$ cat config.mk
export PLATFORM = sky130hd
export DESIGN_NAME = approx_mult_unit
export DESIGN_NICKNAME = d
export VERILOG_FILES = /design/src/design/approx_mult_pkg.sv /design/src/design/approx_mult_8x8.sv /design/src/design/approx_mult_unit.sv /design/src/design/loa_adder.sv /design/src/design/rec_mult_3x3.sv /design/src/design/rec_mult_4x4.sv
export SDC_FILE = /design/constraint.sdc
export NUM_CORES = 1
export LEC_CHECK = 0
export ABC_AREA = 1
export BUFFER_PORTS_ARGS = -buffer_cell sky130_fd_sc_hd__buf_2
export CAP_MARGIN = 10
export CORE_AREA = 5 5 85 87
export DETAILED_ROUTE_END_ITERATION = 10
export DIE_AREA = 0 0 90 92
export PLACE_DENSITY = 0.84
export SYNTH_ARGS = -nofsm -noshare
export SYNTH_HDL_FRONTEND = slang
export SYNTH_SLANG_ARGS = --single-unit
$ cat constraint.sdc
create_clock -name clk -period 5.7 [get_ports clk]
set_input_delay 0.285 -clock clk [delete_from_list [all_inputs] [get_ports clk]]
set_output_delay 0.285 -clock clk [all_outputs]
set_load 0.1 [all_outputs]
$ cat src/design/approx_mult_pkg.sv
package approx_mult_pkg;

    // ~~~~~~~~~~~~~~~~~~~~
    // operand geometry.
    // ~~~~~~~~~~~~~~~~~~~~

    localparam int OPERAND_WIDTH = 8;
    localparam int NIBBLE_WIDTH  = OPERAND_WIDTH / 2;
    localparam int PRODUCT_WIDTH = 2 * OPERAND_WIDTH;

    // full operand and product.
    typedef logic [OPERAND_WIDTH-1:0] operand_t;
    typedef logic [PRODUCT_WIDTH-1:0] product_t;

    // half operands and their products.
    typedef logic [NIBBLE_WIDTH-1:0]   nibble_t;
    typedef logic [2*NIBBLE_WIDTH-1:0] nibble_prod_t;

    // ~~~~~~~~~~~~~~~~~~~~
    // approximation defaults.
    // ~~~~~~~~~~~~~~~~~~~~

    // low bits OR-approximated in the final 12-bit adder.
    localparam int DEFAULT_APPROX_BITS = 3;

    // adders inside the recursive 4x4 and 3x3 blocks.
    // the 3x3 middle adder is only 2 bits wide, so at most 1 here.
    localparam int DEFAULT_INNER_APPROX_BITS = 0;

endpackage

$ cat src/design/approx_mult_8x8.sv
module approx_mult_8x8
    import approx_mult_pkg::*;
#(
    parameter int APPROX_BITS       = DEFAULT_APPROX_BITS,
    parameter int INNER_APPROX_BITS = DEFAULT_INNER_APPROX_BITS
) (
    input  operand_t a,
    input  operand_t b,
    output product_t p
);

    nibble_t a_h;
    nibble_t b_h;
    nibble_t a_l;
    nibble_t b_l;

    nibble_prod_t p_hh;
    nibble_prod_t p_hl;
    nibble_prod_t p_lh;
    nibble_prod_t p_ll;

    logic [11:0] operand_one;
    logic [8:0]  operand_two;
    logic [12:0] final_sum;

    assign a_h = a[7:4];
    assign b_h = b[7:4];
    assign a_l = a[3:0];
    assign b_l = b[3:0];

    // ~~~~~~~~~~~~~~~~~~~~
    // nibble products.
    // ~~~~~~~~~~~~~~~~~~~~

    // only high x high goes through the recursive block.
    rec_mult_4x4 #(
        .APPROX_BITS (INNER_APPROX_BITS)
    ) i_mult_hh (
        .a (a_h),
        .b (b_h),
        .p (p_hh)
    );

    assign p_hl = nibble_prod_t'(a_h) * nibble_prod_t'(b_l);
    assign p_lh = nibble_prod_t'(a_l) * nibble_prod_t'(b_h);
    assign p_ll = nibble_prod_t'(a_l) * nibble_prod_t'(b_l);

    // ~~~~~~~~~~~~~~~~~~~~
    // summation.
    // ~~~~~~~~~~~~~~~~~~~~

    assign operand_one = {p_hh, p_ll[7:4]};

    // cross terms summed exactly.
    loa_adder #(
        .A_WIDTH     (8),
        .B_WIDTH     (8),
        .APPROX_BITS (0)
    ) i_mid_adder (
        .a   (p_hl),
        .b   (p_lh),
        .sum (operand_two)
    );

    loa_adder #(
        .A_WIDTH     (12),
        .B_WIDTH     (9),
        .APPROX_BITS (APPROX_BITS)
    ) i_final_adder (
        .a   (operand_one),
        .b   (operand_two),
        .sum (final_sum)
    );

    // the top carry of the final sum falls outside 16 bits.
    assign p = {final_sum[11:0], p_ll[3:0]};

endmodule

$ cat src/design/approx_mult_unit.sv
module approx_mult_unit
    import approx_mult_pkg::*;
#(
    parameter int APPROX_BITS       = DEFAULT_APPROX_BITS,
    parameter int INNER_APPROX_BITS = DEFAULT_INNER_APPROX_BITS
) (
    input  logic     clk,
    input  logic     reset,
    input  logic     in_valid,
    input  operand_t a,
    input  operand_t b,
    output logic     result_valid,
    output product_t p
);

    operand_t a_q;
    operand_t b_q;
    logic     stage_valid;
    product_t product;

    // ~~~~~~~~~~~~~~~~~~~~
    // stage 1 operand registers.
    // ~~~~~~~~~~~~~~~~~~~~

    always_ff @(posedge clk) begin
        if (in_valid) begin
            a_q <= a;
            b_q <= b;
        end
    end

    always_ff @(posedge clk) begin
        if (reset) begin
            stage_valid <= 1'b0;
        end else begin
            stage_valid <= in_valid;
        end
    end

    approx_mult_8x8 #(
        .APPROX_BITS       (APPROX_BITS),
        .INNER_APPROX_BITS (INNER_APPROX_BITS)
    ) i_mult (
        .a (a_q),
        .b (b_q),
        .p (product)
    );

    // ~~~~~~~~~~~~~~~~~~~~
    // stage 2 product register.
    // ~~~~~~~~~~~~~~~~~~~~

    // p keeps the last result between strobes.
    always_ff @(posedge clk) begin
        if (reset) begin
            result_valid <= 1'b0;
            p            <= '0;
        end else begin
            result_valid <= stage_valid;
            if (stage_valid) begin
                p <= product;
            end
        end
    end

    // ~~~~~~~~~~~~~~~~~~~~
    // checks.
    // ~~~~~~~~~~~~~~~~~~~~

    // fixed two-cycle latency with nothing dropped or invented.
    a_latency: assert property (@(posedge clk) disable iff (reset)
        in_valid |-> ##2 result_valid);

    a_no_spurious: assert property (@(posedge clk) disable iff (reset)
        result_valid |-> $past(in_valid, 2));

    a_p_hold: assert property (@(posedge clk) disable iff (reset)
        !result_valid |-> $stable(p));

    // a zero operand must survive the approximation as a zero product.
    a_zero_operand: assert property (@(posedge clk) disable iff (reset)
        stage_valid && (a_q == '0 || b_q == '0) |=> p == '0);

endmodule

$ cat src/design/loa_adder.sv
module loa_adder #(
    parameter int A_WIDTH     = 8,
    parameter int B_WIDTH     = 8,
    parameter int APPROX_BITS = 0
) (
    input  logic [A_WIDTH-1:0] a,
    input  logic [B_WIDTH-1:0] b,
    output logic [A_WIDTH:0]   sum
);

    localparam int UPPER_WIDTH = A_WIDTH - APPROX_BITS;

    logic [A_WIDTH-1:0] b_ext;

    // narrower operand zero-extended.
    assign b_ext = A_WIDTH'(b);

    if (B_WIDTH > A_WIDTH) begin : g_bad_width
        $error("loa_adder: B_WIDTH %0d exceeds A_WIDTH %0d", B_WIDTH, A_WIDTH);
    end

    if (APPROX_BITS < 0 || APPROX_BITS >= B_WIDTH) begin : g_bad_approx
        $error("loa_adder: APPROX_BITS %0d out of range for B_WIDTH %0d",
               APPROX_BITS, B_WIDTH);
    end

    if (APPROX_BITS == 0) begin : g_exact
        assign sum = {1'b0, a} + {1'b0, b_ext};
    end else begin : g_loa
        logic [APPROX_BITS-1:0] low_or;
        logic                   carry_in;
        logic [UPPER_WIDTH:0]   upper_sum;

        // lower part ORed in place of added.
        assign low_or = a[APPROX_BITS-1:0] | b_ext[APPROX_BITS-1:0];

        // carry guessed from the top approximated bit pair.
        assign carry_in = a[APPROX_BITS-1] & b_ext[APPROX_BITS-1];

        // exact upper part.
        assign upper_sum = {1'b0, a[A_WIDTH-1:APPROX_BITS]}
                         + {1'b0, b_ext[A_WIDTH-1:APPROX_BITS]}
                         + {{UPPER_WIDTH{1'b0}}, carry_in};

        assign sum = {upper_sum, low_or};
    end

endmodule

$ cat src/design/rec_mult_3x3.sv
module rec_mult_3x3
    import approx_mult_pkg::*;
#(
    parameter int APPROX_BITS = DEFAULT_INNER_APPROX_BITS
) (
    input  logic [2:0] a,
    input  logic [2:0] b,
    output logic [5:0] p
);

    logic       a_h;
    logic       b_h;
    logic [1:0] a_l;
    logic [1:0] b_l;

    logic       p_hh;
    logic [1:0] p_hl;
    logic [1:0] p_lh;
    logic [3:0] p_ll;

    logic [2:0] operand_one;
    logic [2:0] operand_two;
    logic [3:0] final_sum;

    // 1-bit top, 2-bit bottom.
    assign a_h = a[2];
    assign b_h = b[2];
    assign a_l = a[1:0];
    assign b_l = b[1:0];

    // ~~~~~~~~~~~~~~~~~~~~
    // partial products.
    // ~~~~~~~~~~~~~~~~~~~~

    assign p_hh = a_h & b_h;
    assign p_hl = b_l & {2{a_h}};
    assign p_lh = a_l & {2{b_h}};
    assign p_ll = 4'(a_l) * 4'(b_l);

    // hh sits directly above the upper half of ll.
    assign operand_one = {p_hh, p_ll[3:2]};

    loa_adder #(
        .A_WIDTH     (2),
        .B_WIDTH     (2),
        .APPROX_BITS (APPROX_BITS)
    ) i_mid_adder (
        .a   (p_hl),
        .b   (p_lh),
        .sum (operand_two)
    );

    loa_adder #(
        .A_WIDTH     (3),
        .B_WIDTH     (3),
        .APPROX_BITS (APPROX_BITS)
    ) i_final_adder (
        .a   (operand_one),
        .b   (operand_two),
        .sum (final_sum)
    );

    assign p = {final_sum, p_ll[1:0]};

endmodule

$ cat src/design/rec_mult_4x4.sv
module rec_mult_4x4
    import approx_mult_pkg::*;
#(
    parameter int APPROX_BITS = DEFAULT_INNER_APPROX_BITS
) (
    input  nibble_t      a,
    input  nibble_t      b,
    output nibble_prod_t p
);

    logic       a_h;
    logic       b_h;
    logic [2:0] a_l;
    logic [2:0] b_l;

    logic       p_hh;
    logic [2:0] p_hl;
    logic [2:0] p_lh;
    logic [5:0] p_ll;

    logic [3:0] operand_one;
    logic [3:0] operand_two;
    logic [4:0] final_sum;

    // 1-bit top, 3-bit bottom.
    assign a_h = a[3];
    assign b_h = b[3];
    assign a_l = a[2:0];
    assign b_l = b[2:0];

    // ~~~~~~~~~~~~~~~~~~~~
    // partial products.
    // ~~~~~~~~~~~~~~~~~~~~

    assign p_hh = a_h & b_h;
    assign p_hl = b_l & {3{a_h}};
    assign p_lh = a_l & {3{b_h}};

    // low x low recurses one more level.
    rec_mult_3x3 #(
        .APPROX_BITS (APPROX_BITS)
    ) i_mult_ll (
        .a (a_l),
        .b (b_l),
        .p (p_ll)
    );

    assign operand_one = {p_hh, p_ll[5:3]};

    loa_adder #(
        .A_WIDTH     (3),
        .B_WIDTH     (3),
        .APPROX_BITS (APPROX_BITS)
    ) i_mid_adder (
        .a   (p_hl),
        .b   (p_lh),
        .sum (operand_two)
    );

    loa_adder #(
        .A_WIDTH     (4),
        .B_WIDTH     (4),
        .APPROX_BITS (APPROX_BITS)
    ) i_final_adder (
        .a   (operand_one),
        .b   (operand_two),
        .sum (final_sum)
    );

    assign p = {final_sum, p_ll[2:0]};

endmodule

==> results of run 1 <==
## metrics by stage
stage	setup WS, ps	power [mW]
floorplan	891.9	1.147
CTS	611.4	1.553
detailed placement	624.4	1.342
global route	341.7	1.727
finish	630.0	1.543
global placement	705.2	1.307
## cell usage in the layout, fill, tap and decap left out
master,count
ha_1,44
buf_4,2
a21boi_1,1
nand3b_1,3
inv_1,123
buf_2,35
o21ai_0,9
nand3_2,1
edfxtp_1,16
xor2_1,9
nand2_1,97
clkbuf_16,1
a31oi_1,2
clkbuf_8,5
o211ai_1,1
nand3_1,14
dfxtp_1,18
a21oi_1,11
nand4_1,3
a21o_1,2
clkbuf_1,2
fa_1,31
nand2_2,1
a21boi_0,1
nor2_1,35
xnor2_1,3
## sequential cells by signal, indices dropped and copies added (netlist names)
signal and flops:
a_q 8, b_q 8, p 16, result_valid 1, stage_valid 1
## routing by layer
metal	global-route usage	vias up	part of all wire
li1	-	1355	-
met1	0.1997	1286	0.38
met2	0.3555	72	0.55
met3	0.03028	16	0.044
met4	0.07196	0	0.026
met5	0	-	0
## layout make-up
class                      instances  area [um2]
fill                             529        2537
multi-input combinational        268        2049
sequential                        34       840.8
inverter                         123       461.7
timing repair buffer              37       190.2
clock buffer                       8       101.3
tap                               77       96.34
## cell usage after synthesis
cell type / n
inv_1: 123
nand2_1: 97
ha_1: 44
nor2_1: 35
fa_1: 31
dfxtp_1: 18
clkbuf_1: 16
edfxtp_1: 16
nand3_1: 14
a21oi_1: 11
o21ai_0: 9
xor2_1: 9
buf_2: 4
nand3b_1: 3
nand4_1: 3
xnor2_1: 3
a21o_1: 2
a31oi_1: 2
a21boi_0: 1
a21boi_1: 1
nand2_2: 1
nand3_2: 1
o211ai_1: 1
## critical path: stages (launching register included)
cell      delay [ps]
edfxtp_1         550
nand2_1          140
fa_1             520
fa_1             560
inv_1             60
fa_1             530
inv_1             60
fa_1             530
inv_1             70
fa_1             510
fa_1             470
fa_1             410
nand2_1           70
nand2_1           80
nand3_2           80
nand2_2           60
nand3_1           70
nand3_1           80
nand2_1           90
inv_1             40
## kinds of logic after synthesis
| group | share of synthesized area |
|---|---|
| buf+inv | 0.1579 |
| simple gates | 0.1816 |
| compound gates | 0.04375 |
| fa+ha+maj | 0.3412 |
| flops | 0.2450 |
| xor+xnor | 0.03063 |
## report_power, final
group	leakage, nW	switching, mW	internal, mW	total, mW
registers	0.305	0.0317	0.285	0.316
logic	1.98	0.660	0.363	1.02
clock network	0.0506	0.0899	0.113	0.203
total	2.33	0.782	0.761	1.54
## worst min-delay path by stage
| stage | startpoint | end | slack [ps] | depth (start not counted) |
|---|---|---|---|---|
| detailed placement | b[4] | b_q[4] | 460 | 1 |
| global placement | b[3] | b_q[3] | 460 | 1 |
| floorplan | a[0] | a_q[0] | 380 | 0 |
| global route | b[6] | b_q[6] | 150 | 1 |
| finish | a[4] | a_q[4] | 160 | 1 |
| CTS | b[4] | b_q[4] | 160 | 1 |
==> results.py, run 1 <==
metrics = {
    "status": {
        "status": "completed",
    },
    "placed_design": {
        "port_buffers": 35,
        "place_area_mm2": 0.003638,
        "numPlacedInstances": 539,
        "hpwl_mm": 5.632,
        "place.gp.congestion": 0.9093,
    },
    "clocking": {
        "numCtsBuffers": 5,
        "postCtsSetupRepairBufs": 0,
        "clkLatencyLatePin_ps": 290,
        "cts_root_buf": "clkbuf_8",
        "cts_hold_buf": 0,
        "cts.sinks": 34,
        "cts.reportedPaths.clkPinSlew_ps": 70,
        "h-tree-depth": 2,
        "clockBufferDepth": 2,
        "cts_tree": "done",
        "cts_resized": 0,
    },
    "finish": {
        "finalInstanceArea_mm2": 0.003740,
        "layout.nets": 563,
        "antennaDiodeCount": 0,
        "final_core_util": 0.5958,
        "drive_above_1_share": 0.09574,
        "final_cells": 547,
        "syn_to_final_growth_pct": 8.968,
    },
    "routing": {
        "routed_wl_mm": 6.968,
        "wl_per_cell_um": 12.74,
        "drtPass1Iterations": 4,
        "drc": 0,
        "vias": 2729,
        "postRouteAntennaNets": 0,
        "drt_iter0_markers": 183,
        "viasPerCell": 4.989,
    },
    "timing": {
        "slew_viol_final": 0,
        "fmaxAchievable_mhz": 197.2,
        "setup_viol": 0,
        "fin_crit_ps": 5070,
        "relSlewSlack": 0.5368,
        "hold_ws_ps": 162.5,
        "hold_viol": 0,
        "skew_ps": 3.060,
        "worst_pin_slew_ps": 693.9,
        "rsz0062_at_grt": "false",
        "post-route-period-util": 0.8895,
        "tns_ps": 0,
    },
    "synthesis": {
        "synth_top_cell_area_share": 0.1808,
        "yosys_warnings": 0,
        "yosys_register_bits": 34,
        "synth_area_mm2": 0.003432,
        "ys_seq_area_frac": 0.2450,
        "synth.avg_cell_area_um2": 7.712,
        "synth.area.top_cells": "fa_1 18%, ha_1 16%, edfxtp_1 14%, inv_1 13%, nand2_1 11%",
        "syn_inst": 445,
        "syn-num-nets": 539,
        "synth_top_area_cell": "fa_1",
        "ys_types": 23,
    },
    "worst_setup_path": {
        "worst_ep_arrival_time_ps": 5260,
        "critical_path_class": "reg2reg",
        "regToRegSetupSlack_ps": 630,
        "crit_start": "a_q[0]",
        "critPathLaunchType": "register",
        "end_kind": "register",
        "required_ps": 5890,
        "regToRegEndpoint": "p[15]",
        "crit_end": "p[15]",
        "r2r-start": "a_q[0]",
        "critPathMaxFanout": 8,
        "reg2reg_depth": 19,
    },
    "grt": {
        "grt_max_degree": 24,
        "grt_usage": 0.1844,
        "grt-ovfl-total": 0,
        "grt_pass1_wl_mm": 12.72,
        "first_global_vias": 2974,
        "antenna_found_initial": 0,
    },
    "run": {
        "drv_cap": 0,
    },
    "floorplanning": {
        "die_width_um": 90,
        "ios": 36,
        "initial_core_util": 0.5467,
        "die_area_mm2": 0.008280,
        "die_h_um": 92,
        "rows": 29,
        "coreArea_mm2": 0.006277,
    },
    "pwr": {
        "ir_worst_vdd_mv": 0.3357,
        "p_per_area_mw_per_mm2": 412.5,
        "leakage_nw": 2.331,
    },
    "min_path": {
        "min_path_type": "in2reg",
    },
}
(Power assumes the default switching activity.)
==> inputs of run 2 (changes only) <==
- CORE_AREA: 5 5 85 87 -> 5 5 113 115
- DIE_AREA: 0 0 90 92 -> 0 0 118 120
- PLACE_DENSITY: 0.84 -> 0.56
==> run 2 against run 1 <==
Compared with the run above:
- sequential share of layout area fell by 0.85 points
- critical path depth did not move
- die area increased by 71%
- via count fell by 3.0%
- count of clock-buffer cells in the layout is 2 lower
- utilization decreased by 26 points
- non-clock buffer count unchanged
- clock skew fell by 1.4 ps
- register-to-register slack about the same
- critical path type unchanged
- global-route usage decreased by 7.3 points
- critical endpoint unchanged
- worst hold slack improved by 15 ps
- final cell count grew 13%
==> results.py, run 2 (same netlist as run 1, synthesis figures left out) <==
metrics = {
    "floorplanning": {
        "die_width_um": 118,
        "initial_core_util": 0.2931,
        "die_area_mm2": 0.01416,
        "ios": 36,
        "rows": 40,
        "coreArea_mm2": 0.01171,
        "die_h_um": 120,
    },
    "clocking": {
        "cts_resized": 0,
        "cts_hold_buf": 0,
        "numCtsBuffers": 5,
        "clkLatencyLatePin_ps": 280,
        "postCtsSetupRepairBufs": 0,
        "clockBufferDepth": 2,
        "cts.sinks": 34,
        "cts_tree": "done",
        "cts.reportedPaths.clkPinSlew_ps": 50,
        "cts_root_buf": "clkbuf_16",
        "h-tree-depth": 2,
    },
    "routing": {
        "drc": 0,
        "postRouteAntennaNets": 0,
        "viasPerCell": 4.288,
        "routed_wl_mm": 7.183,
        "wl_per_cell_um": 11.64,
        "vias": 2646,
        "drt_iter0_markers": 138,
        "drtPass1Iterations": 5,
    },
    "timing": {
        "fmaxAchievable_mhz": 197.1,
        "worst_pin_slew_ps": 735.4,
        "tns_ps": 0,
        "skew_ps": 1.670,
        "rsz0062_at_grt": "false",
        "post-route-period-util": 0.8901,
        "relSlewSlack": 0.5091,
        "setup_viol": 0,
        "slew_viol_final": 0,
        "hold_viol": 0,
        "hold_ws_ps": 177.4,
        "fin_crit_ps": 5073,
    },
    "finish": {
        "syn_to_final_growth_pct": 13.23,
        "largest_register_ffs": 16,
        "layout.nets": 563,
        "layout_commonest_cell": "inv_1",
        "layout_common_cells": "123 x inv_1, 97 x nand2_1, 44 x ha_1",
        "top_register": "p",
        "largestRegisters": "p: 16 flops, a_q: 8 flops, b_q: 8 flops",
        "multiInputGateArea_mm2": 0.002049,
        "antennaDiodeCount": 0,
        "fillCellCount": 1290,
        "seqCellArea_um2": 840.8,
        "final_cells": 617,
        "drive_above_1_share": 0.1000,
    },
    "placed_design": {
        "port_buffers": 35,
        "hpwl_mm": 6.001,
        "place.gp.congestion": 0.8427,
        "numPlacedInstances": 609,
    },
    "worst_setup_path": {
        "required_ps": 5880,
        "r2r-start": "a_q[0]",
        "end_kind": "register",
        "cp_cell_sequence": "nand2_1 -> fa_1 -> fa_1 -> inv_1 -> fa_1 -> inv_1 -> fa_1 -> inv_1 -> fa_1 -> fa_1 -> fa_1 -> nand2_1 -> nand2_1 -> nand3_2 -> nand2_2 -> nand3_1 -> nand3_1 -> nand2_1 -> inv_1",
        "cp_common_cell": "fa_1",
        "worst_ep_arrival_time_ps": 5250,
        "cpMaxStageDelayCell": "fa_1",
        "critical_path.max_stage_delay_ps": 560,
        "regToRegEndpoint": "p[15]",
        "critical_path_class": "reg2reg",
        "critPathLaunchType": "register",
        "critPathMaxFanout": 8,
        "reg2reg_depth": 19,
        "regToRegSetupSlack_ps": 630,
    },
    "min_path": {
        "hold_path_end": "a_q[4]",
        "min_delay_path_depth": 1,
        "min_path_type": "in2reg",
        "hold_start": "a[4]",
    },
    "pwr": {
        "leakage_nw": 2.362,
        "p_per_area_mw_per_mm2": 414.2,
        "ir_worst_vdd_mv": 0.1916,
        "fin_total_pwr_mw": 1.610,
    },
    "grt": {
        "first_global_vias": 2888,
        "antenna_found_initial": 0,
        "grt-ovfl-total": 0,
        "grt_usage": 0.1113,
        "grt_max_degree": 24,
        "grt_pass1_wl_mm": 12.92,
    },
    "run": {
        "drv_cap": 0,
    },
    "status": {
        "status": "completed",
    },
}
-- run 2: worst max-delay path by stage --
| stage | startpoint | end | slack (ps) | cells after the start |
|---|---|---|---|---|
| 6_report | a_q[0] | p[15] | 630 | 19 |
| 5_1_grt | a_q[2] | p[12] | 250 | 22 |
| 4_1_cts | a_q[0] | p[15] | 580 | 19 |
| 3_5_place_dp | a_q[0] | p[15] | 590 | 19 |
| 3_3_place_gp | a_q[0] | p[15] | 600 | 19 |
| 2_1_floorplan | a_q[0] | p[15] | 890 | 20 |
-- run 2: per-layer routing --
metal | vias to the layer above | part of all wire | track usage
met2 | 30 | 0.55 | 0.2175
met4 | 0 | 0.025 | 0.05376
met1 | 1245 | 0.41 | 0.1186
met3 | 11 | 0.014 | 0.01037
li1 | 1360 | - | -
met5 | - | 0 | 0
-- run 2: report_power, final --
part	internal [mW]	switching, mW	leakage (nW)
Combinational	0.360	0.646	1.98
Sequential	0.285	0.0318	0.305
Clock	0.187	0.101	0.0818
Total	0.832	0.778	2.36
-- run 2: layout make-up --
class / count / area share
Clock inverter: 2 / 0.002576
Timing Repair Buffer: 37 / 0.04894
Multi-Input combinational cell: 268 / 0.5274
Clock buffer: 6 / 0.03863
Sequential cell: 34 / 0.2164
Inverter: 123 / 0.1188
Tap cell: 147 / 0.04733
-- run 2: through the flow --
stage          setup WS (ps)    util  cell area (um2)
2_1_floorplan          891.9       -             3432
5_1_grt                253.8  0.3318             3886
4_1_cts                578.7  0.3318             3886
6_report               626.6  0.3318             3886
3_5_place_dp           587.9  0.3182             3726
3_3_place_gp           598.0  0.3182             3726
-- run 2: critical path: cells and delay by family, from the launching register on --
| family | cells | cell delay, ps |
|---|---|---|
| buf+inv | 4 | 220 |
| fa+ha+maj | 7 | 3540 |
| simple gates | 8 | 660 |
| flops | 1 | 530 |
==> inputs of run 3 (changes only) <==
- CORE_AREA: 5 5 113 115 -> 5 5 106 108
- DIE_AREA: 0 0 118 120 -> 0 0 111 113
- PLACE_DENSITY: 0.56 -> 0.61
==> run 3 against run 2 <==
Compared with the run above:
- first-iteration DRC count shrank 32%
- setup slack gained 25 ps
- clock power shrank 28%
- critical path depth is the same
- count of clock-buffer cells in the layout grew 2
- global-route usage grew 1.3 points
- power shrank 5.1%
- worst hold slack lost 11 ps
- sequential power is essentially flat
- register-to-register slack gained 30 ps
- maximum frequency grew 0.50%
- critical endpoint unchanged
- largest cell class unchanged
==> results.py, run 3 (same netlist as run 1, synthesis figures left out) <==
metrics = {
    "floorplanning": {
        "ios": 36,
        "initial_core_util": 0.3385,
        "die_h_um": 113,
        "rows": 37,
        "die_width_um": 111,
        "coreArea_mm2": 0.01014,
        "die_area_mm2": 0.01254,
    },
    "timing": {
        "fin_crit_ps": 5048,
        "worst_pin_slew_ps": 723.4,
        "tns_ps": 0,
        "skew_ps": 4.810,
        "fmaxAchievable_mhz": 198.1,
        "rsz0062_at_grt": "false",
        "setup_viol": 0,
        "relSlewSlack": 0.5171,
        "slew_viol_final": 0,
        "hold_viol": 0,
        "worst_slack_ps": 651.8,
        "post-route-period-util": 0.8856,
    },
    "grt": {
        "busiest_layer": "met2",
        "grt_usage": 0.1239,
        "grt-ovfl-total": 0,
        "use_met2": 0.2443,
        "grt_max_degree": 24,
        "antenna_found_initial": 0,
        "met1_usage": 0.1297,
        "grt_pass1_wl_mm": 12.68,
        "first_global_vias": 2915,
        "grt_use_met3": 0.01497,
    },
    "clocking": {
        "cts_root_buf": "clkbuf_8",
        "h-tree-depth": 2,
        "clkLatencyLatePin_ps": 290,
        "numCtsBuffers": 5,
        "clockBufferDepth": 2,
        "cts_resized": 0,
        "cts_hold_buf": 0,
        "cts_tree": "done",
        "postCtsSetupRepairBufs": 0,
        "cts.reportedPaths.clkPinSlew_ps": 70,
        "cts.sinks": 34,
    },
    "pwr": {
        "clkPwrFrac": 0.136,
        "p_comb_frac": 0.658,
        "internal-power_mw": 0.7681,
        "leakage_nw": 2.343,
        "p_sw_mw": 0.7589,
        "ir_worst_vdd_mv": 0.2158,
        "switching_share": 0.4970,
        "p_per_area_mw_per_mm2": 398.7,
        "pwr-share-seq": 0.206,
    },
    "worst_setup_path": {
        "critical_path_cell_count": 19,
        "required_ps": 5900,
        "crit_start": "a_q[0]",
        "critical_path.max_stage_delay_ps": 550,
        "cpMaxStageDelayCell": "fa_1",
        "critPathMaxFanout": 8,
        "worst_ep_arrival_time_ps": 5250,
        "critPathLaunchType": "register",
        "regToRegEndpoint": "p[15]",
        "r2r-start": "a_q[0]",
        "cp_cell_sequence": "nand2_1 -> fa_1 -> fa_1 -> inv_1 -> fa_1 -> inv_1 -> fa_1 -> inv_1 -> fa_1 -> fa_1 -> fa_1 -> nand2_1 -> nand2_1 -> nand3_2 -> nand2_2 -> nand3_1 -> nand3_1 -> nand2_1 -> inv_1",
        "cp_top_family": "adder cells",
        "critical_path_class": "reg2reg",
        "reg2reg_depth": 19,
        "crit_end": "p[15]",
        "cp_common_cell": "fa_1",
        "end_kind": "register",
        "critical_path_buf_inv_count": 4,
        "regToRegSetupSlack_ps": 650,
    },
    "finish": {
        "largestRegisters": "p: 16 flops, a_q: 8 flops, b_q: 8 flops",
        "seqCellArea_um2": 840.8,
        "antennaDiodeCount": 0,
        "final_core_util": 0.3778,
        "largest_register_ffs": 16,
        "multiInputGateArea_mm2": 0.002049,
        "top_register": "p",
        "layout_common_cells": "123 x inv_1, 97 x nand2_1, 44 x ha_1",
        "fillCellCount": 1073,
        "drive_above_1_share": 0.1019,
        "final_cells": 607,
        "layout.nets": 564,
        "syn_to_final_growth_pct": 11.59,
        "layout_commonest_cell": "inv_1",
    },
    "placed_design": {
        "port_buffers": 35,
        "hpwl_mm": 5.882,
        "numPlacedInstances": 599,
        "place.gp.congestion": 0.8553,
        "dpl_worst_slack_ps": 610.1,
    },
    "routing": {
        "viasPerCell": 4.372,
        "drc": 0,
        "drtPass1Iterations": 4,
        "routed_wl_mm": 6.923,
        "postRouteAntennaNets": 0,
        "drt_iter0_markers": 94,
        "wl_per_cell_um": 11.41,
        "vias": 2654,
    },
    "status": {
        "status": "completed",
    },
    "min_path": {
        "min_path_type": "in2reg",
    },
    "run": {
        "drv_cap": 0,
    },
}
[run 3: cell types whose count changed in the layout (fill, tap and decap cells not counted), sizes merged]
| cell | delta |
|---|---|
| clkinv | -2 |
| clkbuf | +2 |
| buf | +1 |
[run 3: final cells by class]
| type | count | area share |
|---|---|---|
| Tap cell | 136 | 0.04443 |
| Timing Repair Buffer | 38 | 0.05162 |
| Inverter | 123 | 0.1205 |
| Clock buffer | 8 | 0.02875 |
| Sequential cell | 34 | 0.2195 |
| Multi-Input combinational cell | 268 | 0.5351 |
[run 3: worst min-delay path by stage]
stage	start	to	slack, ps	depth (start not counted)
final	b[4]	b_q[4]	170	1
after global routing	b[5]	b_q[5]	150	1
after CTS	b[4]	b_q[4]	160	1
after detailed placement	b[4]	b_q[4]	460	1
after global placement	a[0]	a_q[0]	460	1
after floorplan	a[0]	a_q[0]	380	0
[run 3: worst reg2reg max path, delay by kind of cell (launching register included)]
kind,cells,cell delay (ps)
flops,1,530
fa+ha+maj,7,3540
buf+inv,4,220
simple gates,8,660
[run 3: routing by layer]
layer  routed length [um]  part of all wire
met5                    0                 0
met1                 2842              0.41
met4                  195             0.028
met3                  132             0.019
met2                 3753              0.54
[run 3: metrics by stage]
step / instance area [um2] / total power, mW / hold WS (ps)
after floorplan: 3432 / 1.147 / 383.9
after global placement: 3720 / 1.326 / 462.1
after detailed placement: 3720 / 1.346 / 463.1
after CTS: 3830 / 1.558 / 156.3
after global routing: 3830 / 1.723 / 154.2
final: 3830 / 1.527 / 166.3
[run 3: power groups by stage]
stage               clock network [mW]  registers (mW)  logic [mW]
floorplan                            0           0.425       0.722
global placement                     0           0.320        1.01
detailed placement                   0           0.321        1.03
CTS                              0.214           0.316        1.03
global route                     0.225           0.321        1.18
finish                           0.208           0.315        1.00
